===== src/hdl/link_pkg.sv =====
package link_pkg;

  // Stream byte width
  localparam int DATA_WIDTH = 8;

  // Packet FIFO storage
  localparam int FIFO_DEPTH = 32;
  localparam int ADDR_BITS = $clog2(FIFO_DEPTH);

  // Naks accepted for one frame before it is abandoned
  localparam int MAX_RETRIES = 3;

  // Event counter width
  localparam int CNT_WIDTH = 16;

  // APB register byte offsets
  localparam logic [7:0] REG_LEVEL = 8'h00;
  localparam logic [7:0] REG_GOOD = 8'h04;
  localparam logic [7:0] REG_BAD = 8'h08;
  localparam logic [7:0] REG_RETRY = 8'h0C;
  localparam logic [7:0] REG_ABANDON = 8'h10;
  localparam logic [7:0] REG_CLEAR = 8'h14;

endpackage


===== src/hdl/axis_if.sv =====
`timescale 1ns/1ps

// Byte stream with valid/ready handshake and end-of-frame marker
interface axis_if;
  import link_pkg::*;

  logic valid;
  logic ready;
  logic last;
  logic [DATA_WIDTH-1:0] data;

  modport source (
    output valid,
    output last,
    output data,
    input  ready
  );

  modport sink (
    input  valid,
    input  last,
    input  data,
    output ready
  );

endinterface


===== src/hdl/frame_checker.sv =====
`timescale 1ns/1ps

module frame_checker (
  input  logic                           clock,
  input  logic                           reset,
  axis_if.sink                           in_s,
  axis_if.source                         out_s,
  output logic                           drop_o,
  input  logic                           clear_i,
  output logic [link_pkg::CNT_WIDTH-1:0] good_count_o,
  output logic [link_pkg::CNT_WIDTH-1:0] bad_count_o
);
  import link_pkg::*;

  logic [DATA_WIDTH-1:0] xor_q;
  logic [CNT_WIDTH-1:0]  good_q;
  logic [CNT_WIDTH-1:0]  bad_q;
  logic                  xfer;
  logic                  last_xfer;

  // Data path is a plain pass-through
  assign out_s.valid = in_s.valid;
  assign out_s.last  = in_s.last;
  assign out_s.data  = in_s.data;
  assign in_s.ready  = out_s.ready;

  assign xfer      = in_s.valid && out_s.ready;
  assign last_xfer = xfer && in_s.last;

  // Check byte must equal the XOR of everything before it
  assign drop_o = last_xfer && (in_s.data != xor_q);

  // Running XOR restarts after every last beat
  always_ff @(posedge clock) begin
    if (reset) begin
      xor_q <= '0;
    end else if (xfer) begin
      if (in_s.last) begin
        xor_q <= '0;
      end else begin
        xor_q <= xor_q ^ in_s.data;
      end
    end
  end

  always_ff @(posedge clock) begin
    if (reset || clear_i) begin
      good_q <= '0;
      bad_q  <= '0;
    end else if (last_xfer) begin
      if (drop_o) begin
        bad_q <= bad_q + 1'b1;
      end else begin
        good_q <= good_q + 1'b1;
      end
    end
  end

  assign good_count_o = good_q;
  assign bad_count_o  = bad_q;

endmodule


===== src/hdl/axis_skid.sv =====
`timescale 1ns/1ps

module axis_skid #(
  parameter bit BYPASS = 1'b0
) (
  input  logic   clock,
  input  logic   reset,
  input  logic   flush_i,
  axis_if.sink   s_s,
  axis_if.source m_s
);
  import link_pkg::*;

  generate
    if (BYPASS) begin : g_bypass

      assign m_s.valid = s_s.valid;
      assign m_s.last  = s_s.last;
      assign m_s.data  = s_s.data;
      assign s_s.ready = m_s.ready;

    end else begin : g_skid

      logic                  out_valid_q;
      logic                  out_last_q;
      logic [DATA_WIDTH-1:0] out_data_q;
      logic                  skid_valid_q;
      logic                  skid_last_q;
      logic [DATA_WIDTH-1:0] skid_data_q;
      logic                  load;

      // Output register may take a new beat
      assign load = m_s.ready || !out_valid_q;

      // Ready comes only from registered state
      assign s_s.ready = !skid_valid_q;

      always_ff @(posedge clock) begin
        if (reset || flush_i) begin
          out_valid_q  <= 1'b0;
          skid_valid_q <= 1'b0;
        end else if (load) begin
          out_valid_q  <= skid_valid_q || s_s.valid;
          skid_valid_q <= 1'b0;
        end else if (s_s.valid && !skid_valid_q) begin
          skid_valid_q <= 1'b1;
        end
      end

      always_ff @(posedge clock) begin
        if (load) begin
          if (skid_valid_q) begin
            {out_last_q, out_data_q} <= {skid_last_q, skid_data_q};
          end else begin
            {out_last_q, out_data_q} <= {s_s.last, s_s.data};
          end
        end else if (s_s.valid && !skid_valid_q) begin
          {skid_last_q, skid_data_q} <= {s_s.last, s_s.data};
        end
      end

      assign m_s.valid = out_valid_q;
      assign m_s.last  = out_last_q;
      assign m_s.data  = out_data_q;

    end
  endgenerate

endmodule


===== src/hdl/packet_fifo.sv =====
`timescale 1ns/1ps

module packet_fifo (
  input  logic                         clock,
  input  logic                         reset,
  axis_if.sink                         wr_s,
  axis_if.source                       rd_s,
  input  logic                         drop_i,
  input  logic                         redo_i,
  input  logic                         next_i,
  output logic [link_pkg::ADDR_BITS:0] level_o
);
  import link_pkg::*;

  // Each entry keeps the last bit above the data byte
  logic [DATA_WIDTH:0] sram [FIFO_DEPTH];

  // Write, commit, read and replay pointers, one bit wider than the index
  logic [ADDR_BITS:0] wptr_q;
  logic [ADDR_BITS:0] cptr_q;
  logic [ADDR_BITS:0] rptr_q;
  logic [ADDR_BITS:0] pptr_q;
  logic [ADDR_BITS:0] wptr_d;
  logic [ADDR_BITS:0] pptr_d;

  logic wready_q;
  logic store;
  logic commit;
  logic full;
  logic full_d;

  // Registered SRAM read stage
  logic                  x_valid_q;
  logic                  x_last_q;
  logic [DATA_WIDTH-1:0] x_data_q;
  logic                  hold_q;
  logic                  fetch;

  axis_if x_s ();

  // Write side
  assign wr_s.ready = wready_q;
  assign store      = wr_s.valid && wready_q;
  assign commit     = store && wr_s.last && !drop_i;

  // A dropped frame rolls back to the last commit
  assign wptr_d = drop_i ? cptr_q : (store ? wptr_q + 1'b1 : wptr_q);
  assign pptr_d = next_i ? rptr_q : pptr_q;

  // Space is only released once a frame has been acknowledged
  assign full   = (wptr_q - pptr_q) == (ADDR_BITS + 1)'(FIFO_DEPTH);
  assign full_d = (wptr_d - pptr_d) == (ADDR_BITS + 1)'(FIFO_DEPTH);

  always_ff @(posedge clock) begin
    if (store) begin
      sram[wptr_q[ADDR_BITS-1:0]] <= {wr_s.last, wr_s.data};
    end
  end

  always_ff @(posedge clock) begin
    if (reset) begin
      wptr_q   <= '0;
      cptr_q   <= '0;
      pptr_q   <= '0;
      wready_q <= 1'b0;
    end else begin
      wptr_q   <= wptr_d;
      pptr_q   <= pptr_d;
      wready_q <= !full_d;
      if (commit) begin
        cptr_q <= wptr_q + 1'b1;
      end
    end
  end

  assign level_o = wptr_q - pptr_q;

  // Read side stops after one frame's last beat until ack or nak resolves it
  assign fetch = !hold_q && !(x_valid_q && x_last_q) && (rptr_q != cptr_q)
                 && (!x_valid_q || x_s.ready) && !redo_i && !next_i;

  always_ff @(posedge clock) begin
    if (reset) begin
      rptr_q    <= '0;
      x_valid_q <= 1'b0;
      hold_q    <= 1'b0;
    end else if (redo_i) begin
      rptr_q    <= pptr_q;
      x_valid_q <= 1'b0;
      hold_q    <= 1'b0;
    end else begin
      if (next_i) begin
        hold_q <= 1'b0;
      end else if (x_valid_q && x_last_q && x_s.ready) begin
        hold_q <= 1'b1;
      end

      if (fetch) begin
        rptr_q    <= rptr_q + 1'b1;
        x_valid_q <= 1'b1;
      end else if (x_valid_q && x_s.ready) begin
        x_valid_q <= 1'b0;
      end
    end
  end

  always_ff @(posedge clock) begin
    if (fetch) begin
      {x_last_q, x_data_q} <= sram[rptr_q[ADDR_BITS-1:0]];
    end
  end

  assign x_s.valid = x_valid_q;
  assign x_s.last  = x_last_q;
  assign x_s.data  = x_data_q;

  // Decouples the SRAM stage from output back-pressure
  axis_skid #(
    .BYPASS(1'b0)
  ) skid0 (
    .clock  (clock),
    .reset  (reset),
    .flush_i(redo_i),
    .s_s    (x_s),
    .m_s    (rd_s)
  );

  // Registered ready must already be low when the pointers reach full
  no_write_when_full: assert property (@(posedge clock) disable iff (reset)
    store |-> !full);

  redo_next_exclusive: assert property (@(posedge clock) disable iff (reset)
    !(redo_i && next_i));

  // Rollback is only valid on a last beat that is being stored
  drop_on_last_store: assert property (@(posedge clock) disable iff (reset)
    drop_i |-> store && wr_s.last);

endmodule


===== src/hdl/retry_control.sv =====
`timescale 1ns/1ps

module retry_control (
  input  logic                           clock,
  input  logic                           reset,
  axis_if.sink                           in_s,
  axis_if.source                         out_s,
  input  logic                           ack_i,
  input  logic                           nak_i,
  input  logic                           clear_i,
  output logic                           redo_o,
  output logic                           next_o,
  output logic [link_pkg::CNT_WIDTH-1:0] retry_count_o,
  output logic [link_pkg::CNT_WIDTH-1:0] abandon_count_o
);
  import link_pkg::*;

  logic                               wait_q;
  logic                               redo_q;
  logic                               next_q;
  logic [$clog2(MAX_RETRIES+1)-1:0]   nak_cnt_q;
  logic [CNT_WIDTH-1:0]               retry_q;
  logic [CNT_WIDTH-1:0]               abandon_q;
  logic                               last_xfer;
  logic                               ack_take;
  logic                               nak_take;
  logic                               give_up;

  // Stream is blocked in both directions while waiting for the far end
  assign out_s.valid = in_s.valid && !wait_q;
  assign out_s.last  = in_s.last;
  assign out_s.data  = in_s.data;
  assign in_s.ready  = out_s.ready && !wait_q;

  assign last_xfer = out_s.valid && out_s.ready && in_s.last;
  assign ack_take  = wait_q && ack_i;
  assign nak_take  = wait_q && nak_i && !ack_i;
  assign give_up   = nak_take && (int'(nak_cnt_q) == MAX_RETRIES - 1);

  always_ff @(posedge clock) begin
    if (reset) begin
      wait_q    <= 1'b0;
      redo_q    <= 1'b0;
      next_q    <= 1'b0;
      nak_cnt_q <= '0;
    end else begin
      redo_q <= 1'b0;
      next_q <= 1'b0;
      if (last_xfer) begin
        wait_q <= 1'b1;
      end else if (ack_take) begin
        wait_q    <= 1'b0;
        next_q    <= 1'b1;
        nak_cnt_q <= '0;
      end else if (nak_take) begin
        wait_q <= 1'b0;
        if (give_up) begin
          // Frame is released as if acked
          next_q    <= 1'b1;
          nak_cnt_q <= '0;
        end else begin
          redo_q    <= 1'b1;
          nak_cnt_q <= nak_cnt_q + 1'b1;
        end
      end
    end
  end

  always_ff @(posedge clock) begin
    if (reset || clear_i) begin
      retry_q   <= '0;
      abandon_q <= '0;
    end else if (give_up) begin
      abandon_q <= abandon_q + 1'b1;
    end else if (nak_take) begin
      retry_q <= retry_q + 1'b1;
    end
  end

  assign redo_o          = redo_q;
  assign next_o          = next_q;
  assign retry_count_o   = retry_q;
  assign abandon_count_o = abandon_q;

  // Far end only replies to a frame that has been sent completely
  reply_only_when_waiting: assert property (@(posedge clock) disable iff (reset)
    (ack_i || nak_i) |-> wait_q);

endmodule


===== src/hdl/link_apb_regs.sv =====
`timescale 1ns/1ps

module link_apb_regs (
  input  logic                           clock,
  input  logic                           reset,
  input  logic                           psel_i,
  input  logic                           penable_i,
  input  logic                           pwrite_i,
  input  logic [7:0]                     paddr_i,
  input  logic [31:0]                    pwdata_i,
  output logic [31:0]                    prdata_o,
  output logic                           pready_o,
  output logic                           pslverr_o,
  input  logic [link_pkg::ADDR_BITS:0]   level_i,
  input  logic [link_pkg::CNT_WIDTH-1:0] good_i,
  input  logic [link_pkg::CNT_WIDTH-1:0] bad_i,
  input  logic [link_pkg::CNT_WIDTH-1:0] retry_i,
  input  logic [link_pkg::CNT_WIDTH-1:0] abandon_i,
  output logic                           clear_o
);
  import link_pkg::*;

  logic access;
  logic known;
  logic clear_q;

  // No wait states
  assign access   = psel_i && penable_i;
  assign pready_o = access;

  always_comb begin
    known    = 1'b1;
    prdata_o = '0;
    case (paddr_i)
      REG_LEVEL:   prdata_o = 32'(level_i);
      REG_GOOD:    prdata_o = 32'(good_i);
      REG_BAD:     prdata_o = 32'(bad_i);
      REG_RETRY:   prdata_o = 32'(retry_i);
      REG_ABANDON: prdata_o = 32'(abandon_i);
      REG_CLEAR:   prdata_o = '0;
      default:     known = 1'b0;
    endcase
  end

  // Only the clear register accepts writes
  assign pslverr_o = access && (!known || (pwrite_i && paddr_i != REG_CLEAR));

  always_ff @(posedge clock) begin
    if (reset) begin
      clear_q <= 1'b0;
    end else begin
      clear_q <= access && pwrite_i && (paddr_i == REG_CLEAR);
    end
  end

  assign clear_o = clear_q;

  // Access phase always follows a setup phase
  apb_setup_first: assert property (@(posedge clock) disable iff (reset)
    access |-> $past(psel_i && !penable_i));

  apb_wdata_known: assert property (@(posedge clock) disable iff (reset)
    (access && pwrite_i) |-> !$isunknown(pwdata_i));

endmodule


===== src/hdl/packet_link_buffer.sv =====
`timescale 1ns/1ps

module packet_link_buffer (
  input  logic                            clock,
  input  logic                            reset,
  input  logic                            in_valid_i,
  output logic                            in_ready_o,
  input  logic                            in_last_i,
  input  logic [link_pkg::DATA_WIDTH-1:0] in_data_i,
  output logic                            out_valid_o,
  input  logic                            out_ready_i,
  output logic                            out_last_o,
  output logic [link_pkg::DATA_WIDTH-1:0] out_data_o,
  input  logic                            ack_i,
  input  logic                            nak_i,
  input  logic                            psel_i,
  input  logic                            penable_i,
  input  logic                            pwrite_i,
  input  logic [7:0]                      paddr_i,
  input  logic [31:0]                     pwdata_i,
  output logic [31:0]                     prdata_o,
  output logic                            pready_o,
  output logic                            pslverr_o
);
  import link_pkg::*;

  axis_if in_s ();
  axis_if chk_s ();
  axis_if fifo_s ();
  axis_if out_s ();

  logic                 drop;
  logic                 redo;
  logic                 next;
  logic                 clear_counters;
  logic [ADDR_BITS:0]   level;
  logic [CNT_WIDTH-1:0] good_count;
  logic [CNT_WIDTH-1:0] bad_count;
  logic [CNT_WIDTH-1:0] retry_count;
  logic [CNT_WIDTH-1:0] abandon_count;

  // Input port into the stream
  assign in_s.valid = in_valid_i;
  assign in_s.last  = in_last_i;
  assign in_s.data  = in_data_i;
  assign in_ready_o = in_s.ready;

  // Output stream onto the ports
  assign out_valid_o = out_s.valid;
  assign out_last_o  = out_s.last;
  assign out_data_o  = out_s.data;
  assign out_s.ready = out_ready_i;

  frame_checker checker0 (
    .clock       (clock),
    .reset       (reset),
    .in_s        (in_s),
    .out_s       (chk_s),
    .drop_o      (drop),
    .clear_i     (clear_counters),
    .good_count_o(good_count),
    .bad_count_o (bad_count)
  );

  packet_fifo fifo0 (
    .clock  (clock),
    .reset  (reset),
    .wr_s   (chk_s),
    .rd_s   (fifo_s),
    .drop_i (drop),
    .redo_i (redo),
    .next_i (next),
    .level_o(level)
  );

  retry_control retry0 (
    .clock          (clock),
    .reset          (reset),
    .in_s           (fifo_s),
    .out_s          (out_s),
    .ack_i          (ack_i),
    .nak_i          (nak_i),
    .clear_i        (clear_counters),
    .redo_o         (redo),
    .next_o         (next),
    .retry_count_o  (retry_count),
    .abandon_count_o(abandon_count)
  );

  link_apb_regs regs0 (
    .clock    (clock),
    .reset    (reset),
    .psel_i   (psel_i),
    .penable_i(penable_i),
    .pwrite_i (pwrite_i),
    .paddr_i  (paddr_i),
    .pwdata_i (pwdata_i),
    .prdata_o (prdata_o),
    .pready_o (pready_o),
    .pslverr_o(pslverr_o),
    .level_i  (level),
    .good_i   (good_count),
    .bad_i    (bad_count),
    .retry_i  (retry_count),
    .abandon_i(abandon_count),
    .clear_o  (clear_counters)
  );

endmodule


===== config.mk =====
export PLATFORM = sky130hd
export DESIGN_NAME = packet_link_buffer
export DESIGN_NICKNAME = d
export VERILOG_FILES = /design/src/hdl/link_pkg.sv /design/src/hdl/axis_if.sv /design/src/hdl/frame_checker.sv /design/src/hdl/axis_skid.sv /design/src/hdl/packet_fifo.sv /design/src/hdl/retry_control.sv /design/src/hdl/link_apb_regs.sv /design/src/hdl/packet_link_buffer.sv
export SDC_FILE = /design/constraint.sdc
export NUM_CORES = 1
export LEC_CHECK = 0
export ABC_CLOCK_PERIOD_IN_PS = 4700
export BUFFER_PORTS_ARGS = -buffer_cell sky130_fd_sc_hd__buf_4
export CAP_MARGIN = 0
export CORE_UTILIZATION = 30
export DETAILED_ROUTE_END_ITERATION = 12
export PLACE_DENSITY = 0.54
export RECOVER_POWER = 100
export SKIP_CTS_REPAIR_TIMING = 1
export SLEW_MARGIN = 25
export SYNTH_ARGS = -nofsm -noshare
export SYNTH_HDL_FRONTEND = slang
export SYNTH_HIERARCHICAL = 1
export SYNTH_SLANG_ARGS = --single-unit

===== constraint.sdc =====
create_clock -name clock -period 4.7 [get_ports clock]
set_input_delay 0.705 -clock clock [delete_from_list [all_inputs] [get_ports clock]]
set_output_delay 0.705 -clock clock [all_outputs]
set_load 0.02 [all_outputs]

**After elaboration in Yosys (flattened, before gate mapping)**

Memory sizes are Yosys's and may differ from the RTL's. A register that Yosys moved wholly into a read port is not among the register bits.
Cells that the tools add are included.

- Shift-type cells: 0
- Equal/unequal tests: 10
- Bitwise gates (word level): 6
- $lt $le $gt $ge: 0
- Div/mod/pow operators: 0
- $add $sub $neg: 9
- $mul: 0
- Reductions and logical operators: 59
- Multiplexer cells: 24

Operators by type and width:

| kind | count |
|---|---|
| 16-bit case mux with 5 select lines | 1 |
| 16-bit by 1-bit adder with 16-bit output (second input constant) | 4 |
| 6-bit 2-to-1 mux | 5 |
| 1-bit logical AND | 25 |
| 8-bit by 4-bit == test with 1-bit output (second input constant) | 2 |
| 8-bit by 5-bit == test with 1-bit output (second input constant) | 2 |
| 8-bit 2-to-1 mux | 2 |
| 1-bit 2-to-1 mux | 13 |
| 6-bit by 1-bit adder with 6-bit output (second input constant) | 2 |
| 1-bit logical NOT | 12 |
| 6-bit subtractor | 2 |
| 2-bit AND reduction | 5 |
| 8-bit by 3-bit == test with 1-bit output (second input constant) | 1 |
| 8-bit logical NOT | 1 |
| 8-bit by 5-bit inequality test with 1-bit output (second input constant) | 1 |
| 8-bit inequality test | 1 |
| 8-bit XOR | 1 |
| 6-bit == test (second input constant) | 1 |
| 1-bit logical OR | 6 |
| 2-bit 2-to-1 mux | 3 |
| 6-bit inequality test | 1 |
| 2-bit nonzero test | 3 |
| 2-bit OR reduction | 3 |
| 6-bit OR reduction | 1 |
| 6 further kinds | 10 |

- Bits in writable memories: 288
- Input port bits: 58
- Memories kept: 1
- Bits in latches: 0
- Logic and storage cells: 132
- Bits in read-only memories: 0
- Bits in registers: 125

Memories:

| memory | depth | width | rd ports | clocked after memory_dff | wr ports | line | RTL |
|---|---|---|---|---|---|---|---|
| fifo0.sram | 32 | 9 | 1 | 1 | 1 | packet_fifo.sv:16 | `logic [DATA_WIDTH:0] sram [FIFO_DEPTH];` |

**Logic depth before layout (Yosys ltp)**

- Depth after elaboration: 9
- Depth in mapped cells: 14

**Modules after synthesis**

The synthesis kept the hierarchy.

Modules (own cells, without submodules):

| module | cells each | area each (um^2) | instances | seq. area each (um^2) |
|---|---|---|---|---|
| packet_fifo | 669 | 13062.5 | 1 | 9459.1 |
| frame_checker | 246 | 2152.1 | 1 | 800.8 |
| retry_control | 215 | 1795.5 | 1 | 740.7 |
| link_apb_regs | 114 | 833.3 | 1 | 20.0 |
| axis_skid | 36 | 735.7 | 1 | 580.6 |

**Worst setup path after synthesis**

Ideal clock, no wire load.

- Path type: input -> register
- From: in in_data_i[6] in the netlist's numbering
- To: reg fifo0.wready_q (netlist: fifo0/wr_s.ready)
- Library setup time: 0.071 ns
- Arrival time: 3.003 ns
- Setup slack: 1.627 ns
- Cell stages on the path: 13
- Buffers on the path: 2
- Cell sequence: xnor2_1 and4_1 buf_4 a21oi_2 clkbuf_1 o21ai_0 ha_1 o21ai_0 a21oi_1 o21a_1 nor2_1 xnor3_1 a21oi_1

- Word-level cells in the longest chain between the ends: 6

RTL lines:

| what | line | RTL |
|---|---|---|
| start: declaration | packet_link_buffer.sv:9 | `input logic [link_pkg::DATA_WIDTH-1:0] in_data_i,` |
| 8-bit inequality test | frame_checker.sv:31 | `assign drop_o = last_xfer && (in_s.data != xor_q);` |
| 1-bit logical AND | frame_checker.sv:31 |  |
| named net drop | packet_link_buffer.sv:32 | `logic drop;` |
| 6-bit 2-to-1 mux | packet_fifo.sv:47 | `assign wptr_d = drop_i ? cptr_q : (store ? wptr_q + 1'b1 : wptr_q);` |
| named net fifo0.wptr_d[2] | packet_fifo.sv:23 | `logic [ADDR_BITS:0] wptr_d;` |
| 6-bit subtractor | packet_fifo.sv:52 | `assign full_d = (wptr_d - pptr_d) == (ADDR_BITS + 1)'(FIFO_DEPTH);` |
| 6-bit == test | packet_fifo.sv:52 |  |
| 1-bit logical NOT | packet_fifo.sv:69 | `wready_q <= !full_d;` |
| end signal: assignment | packet_fifo.sv:69 |  |
| end: declaration | packet_fifo.sv:26 | `logic wready_q;` |

The timed path passes the listed nets, and every way through them passes these cells.
A chain may end at the register's enable or synchronous reset.

**Final worst setup path**

- From: in in_last_i
- To: reg fifo0.wready_q (netlist: fifo0/wr_s.ready)

- Word-level cells in the longest chain between the ends: 6

RTL lines:

| what | line | RTL |
|---|---|---|
| start: declaration | packet_link_buffer.sv:8 | `input logic in_last_i,` |
| 1-bit logical AND | frame_checker.sv:28 | `assign last_xfer = xfer && in_s.last;` |
| 1-bit logical AND | frame_checker.sv:31 |  |
| named net drop | packet_link_buffer.sv:32 |  |
| 6-bit 2-to-1 mux | packet_fifo.sv:47 |  |
| 6-bit subtractor | packet_fifo.sv:52 |  |
| 6-bit == test | packet_fifo.sv:52 |  |
| 1-bit logical NOT | packet_fifo.sv:69 |  |

The timed path passes the listed nets, and every way through them passes these cells.

==> metrics.txt <==
achievable clock frequency 252.8 MHz; RSZ-0062 raised after global routing false; Reg clk slew, reported paths 0.06 ns; async set or reset register ratio after synthesis 0%; Layout area overhead 11.81%; Via Count 10728; DP HPWL 27690 um; ANT cells 0; GRT Resource Usage Total between 10% and 20%; Mean Syn Cell Area 14.51 um^2; CP endpoint kind flip-flop; Final Max Tran Viols 375; # setup viols final 0; Max Root-Sink Buffers 3; Clock Latency Late Sink slightly below 0.6 ns; relative slew slack -38.24%; Routed Wire Length 43290 um; CTS buffer count 46; Crit path arrival time 4.39 ns; area leader, netlist edfxtp_1; I/O pin count 103; TritonCTS Sinks 422; Site Rows 90; worst slack at placement 1.124 ns; Synth area leaders edfxtp_1 51%, dfxtp_1 12%, mux4_2 11%; Final GP Congestion 0.8128; worst hold path class in2reg; Post-synth EDFFs 315; ys flop type edfxtp_1; largest net degree at the start of global routing 58; cells after synthesis about 1300; Clock Skew 0.02741 ns; Final Util 34.16%; share of layout cells above drive strength 1 15.57%; Yosys reg bits approximately 420; Layout Nets 1396; type of the worst setup path in2reg; worst-margin pin slew 2.074 ns; CTS tree yes; pwr/cell area 442.5 nW/um^2; shortest period the worst path allows between 3 and 4 ns; CTS root buf clkbuf_16; setup TNS 0 ns; die area 62930 um^2; dpl cells 2050; core area between 60000 and 70000 um^2; vias in the first global route 10745; number of antenna violations at the first check in global routing 0; commonest non-fill, non-tap cell in the layout edfxtp_1; register area share after synthesis a little over three fifths; Die X about 250 um; DRC errors left 0; CP Launch Type input pin; via density per instance roughly 5; ANT nets after route 0; Fin. Hold Viols 0; Netlist cell types a little under 80; most frequent cells in the layout 315 x edfxtp_1, 109 x nor2_1, 105 x dfxtp_1, 90 x mux4_2, 62 x clkbuf_1; wire length per cell 20.26 um; IO Port Bufs between 50 and 60; drt initial violations 772; Critical Path RT 5.13 ns; crit-path max FO 44; post-synthesis cell area 18580 um^2; Yosys warning count 6; status finished, violations left; first-pass GRT wire length 66180 um; max-cap violations 11; Initial Utilization a little under a third; Die H 250.9 um; final period utilization 84.17%; Worst Slack Setup Final 0.7440 ns; Min Hold Slack 0.4043 ns; 1st-pass router iterations 5; Post-Layout Cell Count between 2000 and 2500; VDD IR max 0.2691 mV; H-tree levels 2; failing checks capacitance limit, slew limit; leakage power ~6.3 nW; top-area cell type share of the netlist area 50.91%; Congestion Overflow GR 0
-- final timing paths --
kind | start | to | slack [ns] | cells after the start
setup reg to reg | fifo0/wr_s.ready$_SDFF_PP0_ | fifo0/wr_s.ready$_SDFF_PP0_ | 1.23 | 11
hold / removal | out_ready_i | retry0/wait_q$_SDFFE_PP0P_ | 0.40 | 3
hold reg to reg | fifo0/x_data_q[4]$_DFFE_PP_ | fifo0/skid0/g_skid.skid_data_q[4]$_DFFE_PP_ | 0.44 | 0
setup / recovery | in_last_i | fifo0/wr_s.ready$_SDFF_PP0_ | 0.74 | 14
-- where the power goes --
group | total, mW | internal [mW] | switching, mW
Clock | 3.38 | 1.90 | 1.48
Sequential | 4.43 | 4.19 | 0.242
Combinational | 1.38 | 0.685 | 0.694
-- registers in the layout (all words and copies together), names as in the netlist, 2 cells and up --
register                        cells
fifo0/skid0/m_s.data                8
fifo0/rptr_q                        6
fifo0/pptr_q                        6
checker0/xor_q                      8
fifo0/skid0/g_skid.skid_data_q      8
fifo0/x_data_q                      8
retry0/retry_count_o               16
checker0/bad_count_o               16
fifo0/sram                        288
fifo0/cptr_q                        6
checker0/good_count_o              16
fifo0/wptr_q                        6
retry0/abandon_count_o             16
retry0/nak_cnt_q                    2
-- synth_stat cells (31+ instances only) --
library cell / n
nor2_1: 109
mux4_2: 90
nand2_1: 59
a21oi_1: 52
dfxtp_1: 107
edfxtp_1: 315
xnor2_1: 46
nand3_1: 50
o21ai_0: 31
buf_4: 39
clkbuf_1: 36
-- routing by layer --
layer  GRT usage [%]  vias to the layer above  part of all wire [%]
li1                -                     4985                     -
met1           18.26                     5442                    45
met5               0                        -                     0
met3           1.947                       67                   3.8
met2           23.17                      234                    49
met4           4.408                        0                   2.5
-- cell type report --
cell class | instances | area [um^2]
fill | 5932 | 40040
sequential | 422 | 11610
multi-input combinational | 751 | 6302
clock buffer | 64 | 1271
tap | 782 | 978.4
timing repair buffer | 75 | 386.6
clock inverter | 22 | 146.4
inverter | 21 | 78.83
-- per-stage QoR --
step           power [mW]  instance area (um^2)
5_1_grt             9.540                 20770
6_report            9.192                 20770
3_5_place_dp        5.982                 19580
4_1_cts             9.372                 21000
3_3_place_gp        5.963                 19570
2_1_floorplan       5.526                 18640
-- critical path, stage by stage --
cell and delay [ns]:
clkbuf_1 1.37, nand3_1 0.15, buf_4 0.29, a21oi_2 0.35, buf_4 0.25, nor2_1 0.05
a21oi_1 0.24, ha_1 0.21, nand2b_1 0.13, nand2_1 0.06, a211oi_1 0.21, o21ai_0 0.12
a21oi_1 0.15, a21oi_1 0.08
-- cells by family after synthesis --
group | after synthesis | synth area share [%]
DFF | 422 | 62.44
and+or+nand+nor | 361 | 10.27
AOI/OAI and AO/OA | 167 | 5.960
muxes | 125 | 13.02
buffers and inverters | 122 | 3.724
xor gates and xnor gates | 61 | 3.111
adders and majority gates | 21 | 1.455
other | 1 | 0.02018
No activity file was read; power rests on OpenSTA's default activity.
